`src/rtl/mem_perf_config.svh`:
```
// ############################################################
// counter width and data-cache lane count of the monitor
// ############################################################

`ifndef MEM_PERF_CONFIG_SVH
`define MEM_PERF_CONFIG_SVH

// width of every performance counter
// wide enough that a long run never wraps
`define PERF_CTR_BITS 44

// number of data-cache request lanes observed
// one tap per lane, each with its own rw bit
`define DCACHE_NUM_REQS 4

`endif

```
`src/rtl/mem_bus_pkg.sv`:
```
// ############################################################
// bus observation types for the icache and dcache taps
// ############################################################

`include "mem_perf_config.svh"

package mem_bus_pkg;

    // icache handshake pairs, as the monitor sees them
    typedef struct packed {
        logic req_valid;
        logic req_ready;
        logic rsp_valid;
        logic rsp_ready;
    } icache_tap_t;

    // one dcache lane; req_rw high marks a store
    typedef struct packed {
        logic req_valid;
        logic req_ready;
        logic req_rw;
        logic rsp_valid;
        logic rsp_ready;
    } dcache_lane_tap_t;

    // all dcache lanes side by side
    typedef dcache_lane_tap_t [`DCACHE_NUM_REQS-1:0] dcache_tap_t;

    // 0 .. DCACHE_NUM_REQS lanes
    typedef logic [$clog2(`DCACHE_NUM_REQS + 1)-1:0] lane_count_t;

endpackage

```
`src/rtl/perf_pkg.sv`:
```
// ############################################################
// fire sample, pending delta and counter result types
// ############################################################

`include "mem_perf_config.svh"

package perf_pkg;

    import mem_bus_pkg::*;

    // one performance counter
    typedef logic [`PERF_CTR_BITS-1:0] perf_ctr_t;

    // icache pending change per cycle, -1 .. +1
    typedef logic signed [1:0] icache_delta_t;

    // dcache pending change per cycle, -lanes .. +lanes
    typedef logic signed [3:0] dcache_delta_t;

    // fires seen in one bus cycle, registered once
    typedef struct packed {
        logic        ifetch;
        logic        iresp;
        lane_count_t loads;
        lane_count_t stores;
        lane_count_t dresp;
    } fire_sample_t;

    // what the monitor reports
    typedef struct packed {
        perf_ctr_t ifetches;
        perf_ctr_t loads;
        perf_ctr_t stores;
        perf_ctr_t ifetch_latency;
        perf_ctr_t load_latency;
    } perf_counters_t;

endpackage

```
`src/rtl/bus_fire_sampler.sv`:
```
// ############################################################
// sampling stage: bus fires, lane pop-counts, sample register
// ############################################################

`include "mem_perf_config.svh"

module bus_fire_sampler
    import mem_bus_pkg::*;
    import perf_pkg::*;
(
    input  logic         clk,
    input  logic         reset,
    input  icache_tap_t  icache_tap,
    input  dcache_tap_t  dcache_tap,
    output fire_sample_t sample
);

    logic                        ifetch_fire;
    logic                        iresp_fire;
    logic [`DCACHE_NUM_REQS-1:0] load_fire;
    logic [`DCACHE_NUM_REQS-1:0] store_fire;
    logic [`DCACHE_NUM_REQS-1:0] dresp_fire;
    fire_sample_t                sample_next;

    function automatic lane_count_t pop_count(input logic [`DCACHE_NUM_REQS-1:0] bits);
        lane_count_t count;
        count = '0;
        for (int i = 0; i < `DCACHE_NUM_REQS; i++) begin
            count = count + lane_count_t'(bits[i]);
        end
        return count;
    endfunction

    // icache handshakes
    assign ifetch_fire = icache_tap.req_valid && icache_tap.req_ready;
    assign iresp_fire  = icache_tap.rsp_valid && icache_tap.rsp_ready;

    // per-lane dcache handshakes, split by rw
    always_comb begin
        for (int i = 0; i < `DCACHE_NUM_REQS; i++) begin
            load_fire[i]  = dcache_tap[i].req_valid && dcache_tap[i].req_ready
                            && !dcache_tap[i].req_rw;
            store_fire[i] = dcache_tap[i].req_valid && dcache_tap[i].req_ready
                            && dcache_tap[i].req_rw;
            dresp_fire[i] = dcache_tap[i].rsp_valid && dcache_tap[i].rsp_ready;
        end
    end

    always_comb begin
        sample_next.ifetch = ifetch_fire;
        sample_next.iresp  = iresp_fire;
        sample_next.loads  = pop_count(load_fire);
        sample_next.stores = pop_count(store_fire);
        sample_next.dresp  = pop_count(dresp_fire);
    end

    // requests and responses take the same single stage,
    // so both sides of a pending count stay aligned
    always_ff @(posedge clk) begin
        if (reset) begin
            sample <= '0;
        end else begin
            sample <= sample_next;
        end
    end

    // an unknown valid or ready would turn into a bogus fire
    // and skew the pending counts for the rest of the run
    a_taps_known: assert property (
        @(posedge clk) disable iff (reset)
        !$isunknown(icache_tap) && !$isunknown(dcache_tap)
    ) else $error("bus tap carries unknown bits");

endmodule

```
`src/rtl/pending_read_tracker.sv`:
```
// ############################################################
// pending read count and latency accumulator for one cache
// ############################################################

module pending_read_tracker
    import perf_pkg::*;
#(
    parameter type delta_t = icache_delta_t
) (
    input  logic      clk,
    input  logic      reset,
    input  delta_t    delta,
    output perf_ctr_t pending,
    output perf_ctr_t latency
);

    perf_ctr_t delta_ext;
    logic      delta_neg;
    perf_ctr_t delta_mag;

    // sign-extend the per-cycle change to counter width
    assign delta_ext = perf_ctr_t'($signed(delta));
    assign delta_neg = delta_ext[$bits(perf_ctr_t)-1];

    // magnitude of a draining step, used only by the check below
    assign delta_mag = delta_neg ? perf_ctr_t'(-delta_ext) : delta_ext;

    // two's complement add covers both fill and drain
    always_ff @(posedge clk) begin
        if (reset) begin
            pending <= '0;
        end else begin
            pending <= pending + delta_ext;
        end
    end

    // every cycle a read stays outstanding costs one cycle of latency.
    // the registered pending value is used, so a read held k cycles
    // contributes exactly k
    always_ff @(posedge clk) begin
        if (reset) begin
            latency <= '0;
        end else begin
            latency <= latency + pending;
        end
    end

    // more responses than reads in flight means the sampler saw
    // a response without its request
    a_no_underflow: assert property (
        @(posedge clk) disable iff (reset)
        delta_neg |-> (delta_mag <= pending)
    ) else $error("pending read count would go below zero");

endmodule

```
`src/rtl/access_counter.sv`:
```
// ############################################################
// fetch, load and store event counters
// ############################################################

`include "mem_perf_config.svh"

module access_counter
    import perf_pkg::*;
(
    input  logic         clk,
    input  logic         reset,
    input  fire_sample_t sample,
    output perf_ctr_t    ifetches,
    output perf_ctr_t    loads,
    output perf_ctr_t    stores
);

    // one fetch at most per cycle, lanes add in bulk
    always_ff @(posedge clk) begin
        if (reset) begin
            ifetches <= '0;
            loads    <= '0;
            stores   <= '0;
        end else begin
            ifetches <= ifetches + perf_ctr_t'(sample.ifetch);
            loads    <= loads    + perf_ctr_t'(sample.loads);
            stores   <= stores   + perf_ctr_t'(sample.stores);
        end
    end

    // each lane fires at most one request, load or store,
    // so the sampler's two pop-counts share the lane budget
    a_lane_budget: assert property (
        @(posedge clk) disable iff (reset)
        (32'(sample.loads) + 32'(sample.stores)) <= `DCACHE_NUM_REQS
    ) else $error("loads plus stores exceed the lane count");

endmodule

```
`src/rtl/mem_perf_monitor.sv`:
```
// ############################################################
// memory traffic monitor top: sampler and accumulation stages
// ############################################################

module mem_perf_monitor
    import mem_bus_pkg::*;
    import perf_pkg::*;
(
    input  logic           clk,
    input  logic           reset,
    input  icache_tap_t    icache_tap,
    input  dcache_tap_t    dcache_tap,
    output perf_counters_t counters
);

    fire_sample_t  sample;
    icache_delta_t icache_delta;
    dcache_delta_t dcache_delta;
    perf_ctr_t     icache_pending;
    perf_ctr_t     dcache_pending;

    bus_fire_sampler u_sampler (
        .clk        (clk),
        .reset      (reset),
        .icache_tap (icache_tap),
        .dcache_tap (dcache_tap),
        .sample     (sample)
    );

    // net change in outstanding reads this sample.
    // stores never wait on a response here
    assign icache_delta = icache_delta_t'(sample.ifetch) - icache_delta_t'(sample.iresp);
    assign dcache_delta = dcache_delta_t'(sample.loads) - dcache_delta_t'(sample.dresp);

    pending_read_tracker #(
        .delta_t (icache_delta_t)
    ) u_icache_pending (
        .clk     (clk),
        .reset   (reset),
        .delta   (icache_delta),
        .pending (icache_pending),
        .latency (counters.ifetch_latency)
    );

    pending_read_tracker #(
        .delta_t (dcache_delta_t)
    ) u_dcache_pending (
        .clk     (clk),
        .reset   (reset),
        .delta   (dcache_delta),
        .pending (dcache_pending),
        .latency (counters.load_latency)
    );

    access_counter u_access (
        .clk      (clk),
        .reset    (reset),
        .sample   (sample),
        .ifetches (counters.ifetches),
        .loads    (counters.loads),
        .stores   (counters.stores)
    );

    // pending and event counts update on the same edge,
    // so reads in flight can never outnumber reads issued
    a_icache_pending_bound: assert property (
        @(posedge clk) disable iff (reset)
        icache_pending <= counters.ifetches
    ) else $error("icache pending reads exceed fetches issued");

    a_dcache_pending_bound: assert property (
        @(posedge clk) disable iff (reset)
        dcache_pending <= counters.loads
    ) else $error("dcache pending reads exceed loads issued");

endmodule

```
`config.mk`:
```
export PLATFORM = sky130hd
export DESIGN_NAME = mem_perf_monitor
export DESIGN_NICKNAME = d
export VERILOG_FILES = /design/src/rtl/mem_bus_pkg.sv /design/src/rtl/perf_pkg.sv /design/src/rtl/bus_fire_sampler.sv /design/src/rtl/pending_read_tracker.sv /design/src/rtl/access_counter.sv /design/src/rtl/mem_perf_monitor.sv
export VERILOG_INCLUDE_DIRS = /design/src /design/src/rtl
export SDC_FILE = /design/constraint.sdc
export NUM_CORES = 1
export LEC_CHECK = 0
export BUFFER_PORTS_ARGS = -buffer_cell sky130_fd_sc_hd__buf_2
export CAP_MARGIN = 30
export CORE_UTILIZATION = 60
export CTS_CLUSTER_DIAMETER = 40
export DETAILED_ROUTE_END_ITERATION = 16
export PLACE_DENSITY = 0.82
export SETUP_SLACK_MARGIN = 0.15
export SLEW_MARGIN = 20
export SYNTH_ARGS = -nofsm -noshare
export SYNTH_HDL_FRONTEND = slang
export SYNTH_SLANG_ARGS = --single-unit
```
`constraint.sdc`:
```
create_clock -name clk -period 7.2 [get_ports clk]
set_input_delay 1.44 -clock clk [delete_from_list [all_inputs] [get_ports clk]]
set_output_delay 1.44 -clock clk [all_outputs]
set_load 0.005 [all_outputs]
```
**Word level (Yosys, flattened, before mapping)**

Cells that the tools add are included.

- $mul: 0
- Equal/unequal tests: 0
- Shifts and indexed selects: 0
- Reductions and logical operators: 22
- Add/subtract/negate cells: 18
- Magnitude comparators: 0
- Muxes and demuxes: 0
- Divide/modulo/power cells: 0
- Bitwise logic cells: 0

Operators by type and width:

| cell | count |
|---|---|
| adder 44 bit | 4 |
| adder 44 x 3 -> 44 bit | 2 |
| adder 44 x 1 -> 44 bit | 1 |
| adder 3 x 1 -> 3 bit | 6 |
| logical AND 1 bit | 18 |
| adder 1 x 1 -> 2 bit | 3 |
| logical NOT 1 bit | 4 |
| subtractor 3 x 3 -> 4 bit | 1 |
| subtractor 1 x 1 -> 2 bit | 1 |

- Memories: 0
- Latch bits: 0
- Output and inout bits: 220
- RAM bits: 0
- Word-level logic and storage cells: 52
- Bits in read-only memories: 0
- Register bits: 319
- Input port bits: 26

**Logic depth before layout (Yosys ltp)**

- Word-level depth: 5
- Mapped depth: 16

**Hierarchy**

From an unflattened synthesis, not the netlist that was laid out.

- Cell total of the unflattened synthesis: 2473
- Area, all modules: 20442.1 µm²

Modules (own cells, without submodules):

| module | area an instance (µm²) | times used | cells each |
|---|---|---|---|
| pending_read_tracker at u_dcache_pending | 6902.9 | 1 | 858 |
| pending_read_tracker at u_icache_pending | 6686.4 | 1 | 832 |
| access_counter | 6200.9 | 1 | 718 |
| bus_fire_sampler | 533.0 | 1 | 50 |
| mem_perf_monitor | 118.9 | 1 | 15 |

**Worst setup path after synthesis**

OpenSTA, ideal clock, no wires.

- Path type: register to register
- From: register, netlist name u_sampler.sample[1]
- To: register u_dcache_pending.pending[40]
- Slack: 2.180 ns
- Buffers on the path: 1
- Period minus slack after synthesis: 5.020 ns
- Arrival time: 4.899 ns
- Cell stages (with the launch flop): 16
- Setup time: 0.121 ns
- Cell sequence: dfxtp_1 > inv_1 > ha_1 > a21o_1 > a21oi_1 > ha_1 > buf_2 > a2111oi_0 > o21ai_0 > nand2_1 > a2bb2oi_1 > a21oi_1 > a21oi_2 > o31ai_2 > a41oi_1 > mux2_2

- Word-level cells in the longest chain between the ends: 2

Ends and longest elaborated chain:

| what | line | text |
|---|---|---|
| subtractor 3 x 3 -> 4 bit | mem_perf_monitor.sv:33 | `assign dcache_delta = dcache_delta_t'(sample.loads) - dcache_delta_t'(sample.dresp);` |
| adder 44 bit | pending_read_tracker.sv:33 | `pending <= pending + delta_ext;` |
| end signal: assignment | pending_read_tracker.sv:33 |  |
| end: declaration | pending_read_tracker.sv:13 | `output perf_ctr_t pending,` |

Every way passes these cells.
A chain may end at the register's enable or synchronous reset.

**Worst setup path in the final report**

- From: register, netlist name u_sampler.sample[1]
- To: register u_dcache_pending.pending[40]

- Word-level cells in the longest chain between the ends: 2

Ends and longest elaborated chain:

| what | line |
|---|---|
| subtractor 3 x 3 -> 4 bit | mem_perf_monitor.sv:33 |
| adder 44 bit | pending_read_tracker.sv:33 |

Every way passes these cells.

==> results_dict.tcl <==
set metrics [dict create \
    status "finished clean" \
    critPathBufInv 2 \
    timing.rr.end "u_dcache_pending.pending[40]$_SDFF_PP0_" \
    drv_slew 0 \
    finalHoldViolCount 0 \
    synth_edf_count 0 \
    setup_viol_count_final 0 \
    hold_depth 2 \
    synth.area.top_cells "dfxtp_1 31%, ha_1 12%, nor2_1 6.9%" \
    ys_seq_elements 319 \
    drcViolationCount 0 \
    syn-cell-area_mm2 0.02049 \
    io_buffers 245 \
    cts-root-buf "clkbuf_16" \
    min_to "u_access.ifetches[28]$_SDFF_PP0_" \
    crit_required_ns 7.67 \
    worstSetupPathType "reg -> reg" \
    min-delay-path-class "reg -> reg" \
    yosys_warnings 0 \
    startpoint_type "register" \
    first_pass_iters 5 \
    worst_ep_arrival_time_ns 4.50 \
    min_from "u_access.ifetches[28]$_SDFF_PP0_" \
    hpwl_um 40030 \
    powerDensity_mw_per_mm2 318.4 \
    clock_skew_ns 0.02839 \
    cts_hold_buf 0 \
    grt_pass1_vias 18540 \
    crit_family "compound AO/OA/AOI/OAI gates" \
    clock_latency_ns 0.59 \
    r2r_slack_ns 3.17 \
    die_h_um 186.8 \
    ys.flop_type "dfxtp_1" \
    tritoncts "done" \
    critPathMostFrequentCell "ha_1" \
    crit_chain "inv_1 -> ha_1 -> a21o_1 -> a21oi_4 -> buf_4 -> ha_1 -> a2111oi_0 -> o21ai_0 -> nand2_1 -> a2bb2oi_1 -> a21oi_1 -> a21oi_2 -> o31ai_2 -> a41oi_1 -> mux2_2" \
    stdcell_area_mm2 0.02387 \
    post_cts_buffers 0 \
    slew_headroom_pct 38.01 \
    synth_top_area_share_pct 31.16 \
    fin_crit_ns 4.028 \
    core_area_mm2 0.03353 \
    tns_ns 0 \
    rsz0062_at_grt "false" \
    wl_um 54210 \
    numCtsBuffers 52 \
    grt_max_degree 197 \
    synth.largest_area_cell "dfxtp_1" \
    r2r_start "u_sampler.sample[1]$_SDFF_PP0_" \
    avgSynthCellArea_um2 8.155 \
    die_x_um 186.8 \
    place_area_mm2 0.02198 \
    cp-end-kind "register" \
    ys_types 99 \
    cts.clk_slew.worst_paths_ns 0.05 \
    post-route-period-util_pct 55.95 \
    clock_sinks 319 \
    fp.dieArea_mm2 0.03490 \
    slowest_stage "buf_4" \
    place_congestion 0.9628 \
    reg2regPathDepth 15 \
    overflow 0 \
    grt_pass1_wl_um 89530 \
    viasPerCell 5.957 \
    leakage_nw 11.05 \
    synth_fp_nets 2739 \
    diodes 0 \
    antenna_left 0 \
    tightest_slew_ns 0.9299 \
    grt_use_total_pct 30.57 \
    ir_drop_mv 0.2107 \
    wl_per_cell_um 16.82 \
    placementRows 67 \
    vias 19200 \
    crit_fanout 41 \
    io_pins 246 \
    max_stage_delay_ns 0.44 \
    cap_viol_max_count 0 \
    cts_max_path_buffers 3 \
    num-fill-cells 2627 \
    initial_utilization_pct 61.12 \
    async_flop_share_pct 0 \
    nets 2958 \
    h-tree-depth 2 \
    antenna_found_initial 0 \
    drive_gt1_share_pct 14.31 \
    drt_iter0_markers 1258 \
    area_growth_pct 16.49 \
    synthCells 2513 \
    clock.fmax_mhz 248.2 \
    seq_area_frac_synth_pct 31.16 \
    cts_resized 0 \
]
## metal layers
metal  part of all wire, %  wire length [µm]  up-vias  GRT usage [%]
met5                     0                 0        -              0
met4                   4.1              2247        0          13.65
met3                   5.7              3096      151          5.159
met2                    47             25460      647          51.38
met1                    43             23410     8975          38.44
li1                      -                 -     9425              -
## cell usage after synthesis, types with 5 or more instances
master and count:
a2111oi_0 7, a211o_1 10, a211oi_1 18, a21boi_0 10, a21o_1 103, a21oi_1 214
a221oi_1 7, a31oi_1 18, and2_1 10, and3_1 33, and4_1 14, buf_2 5
clkbuf_1 70, dfxtp_1 319, fa_1 10, ha_1 190, inv_1 81, nand2_1 200
nand2b_1 11, nand3_1 62, nand4_1 61, nor2_1 376, nor2b_1 39, nor3_1 37
nor4_1 5, o2111ai_1 6, o211ai_1 15, o21a_1 22, o21ai_0 120, o21bai_1 35
o221ai_1 5, o22ai_1 6, o31a_1 5, o31ai_1 6, or3_1 28, xnor2_1 112
xor2_1 140
## worst max path at each step
stage	startpoint	cells past startpoint	slack [ns]	to
3_3_place_gp	u_sampler.sample[1]$_SDFF_PP0_	15	3.24	u_dcache_pending.pending[40]$_SDFF_PP0_
5_1_grt	u_sampler.sample[1]$_SDFF_PP0_	15	2.78	u_dcache_pending.pending[40]$_SDFF_PP0_
6_report	u_sampler.sample[1]$_SDFF_PP0_	15	3.17	u_dcache_pending.pending[40]$_SDFF_PP0_
4_1_cts	u_sampler.sample[1]$_SDFF_PP0_	15	3.17	u_dcache_pending.pending[40]$_SDFF_PP0_
2_1_floorplan	u_sampler.sample[1]$_SDFF_PP0_	15	2.18	u_dcache_pending.pending[40]$_SDFF_PP0_
3_5_place_dp	u_sampler.sample[1]$_SDFF_PP0_	15	3.18	u_dcache_pending.pending[40]$_SDFF_PP0_
## metrics by stage
stage               total power [mW]  instances  worst slack [ns]  util (%)  hold slack (ns)
floorplan                      4.230       2513             2.180         -           0.4743
global placement               4.829       3126             3.244     65.54           0.4673
detailed placement             4.891       3126             3.184     65.54           0.4929
CTS                            7.609       3223             3.171     71.19           0.5022
global route                   8.056       3223             2.778     71.19           0.5247
finish                         7.602       3223             3.172     71.19           0.5081
## worst register-to-register path, cell delays in order (launching register included)
cell and delay (ns):
dfxtp_1 0.31, inv_1 0.06, ha_1 0.28, a21o_1 0.18
a21oi_4 0.13, buf_4 0.44, ha_1 0.44, a2111oi_0 0.35
o21ai_0 0.20, nand2_1 0.12, a2bb2oi_1 0.22, a21oi_1 0.17
a21oi_2 0.25, o31ai_2 0.14, a41oi_1 0.27, mux2_2 0.36
## layout make-up
type | count | area (µm²) | share of cell area, %
Inverter | 81 | 304.0 | 1.274
Tap cell | 448 | 560.5 | 2.348
Timing Repair Buffer | 248 | 1271 | 5.325
Clock buffer | 59 | 1379 | 5.776
Clock inverter | 38 | 516.7 | 2.165
Multi-Input combinational cell | 2030 | 13460 | 56.36
Sequential cell | 319 | 6386 | 26.75
## flip-flops by register name, indices dropped and copies added, names as in the netlist
name and flops:
u_access.ifetches 44, u_access.loads 44, u_access.stores 44, u_dcache_pending.latency 44, u_dcache_pending.pending 44, u_icache_pending.latency 44
u_icache_pending.pending 44, u_sampler.sample 11
## report_power, final
| part | internal [mW] | switching, mW |
|---|---|---|
| logic | 1.08 | 1.57 |
| clock network | 1.73 | 0.962 |
| registers | 2.04 | 0.222 |
## layout by cell type, fill, tap and decap left out, types with 62 or more instances in the layout
master,netlist,final
nor2_1,376,376
inv_1,81,81
o21ai_0,120,120
a21o_1,103,103
xnor2_1,112,112
a21oi_1,214,213
nand2_1,200,200
buf_2,5,244
nand3_1,62,62
ha_1,190,189
xor2_1,140,140
dfxtp_1,319,319
## cell families after synthesis
family	synth area share (%)
adder cells (fa/ha/maj)	12.58
multiplexers	0.2137
AND/OR/NAND/NOR	21.27
flip-flops	31.16
XOR/XNOR	10.77
AO/OA/AOI/OAI	20.76
buffers and inverters	3.248
Power figures use the tool's default switching activity.
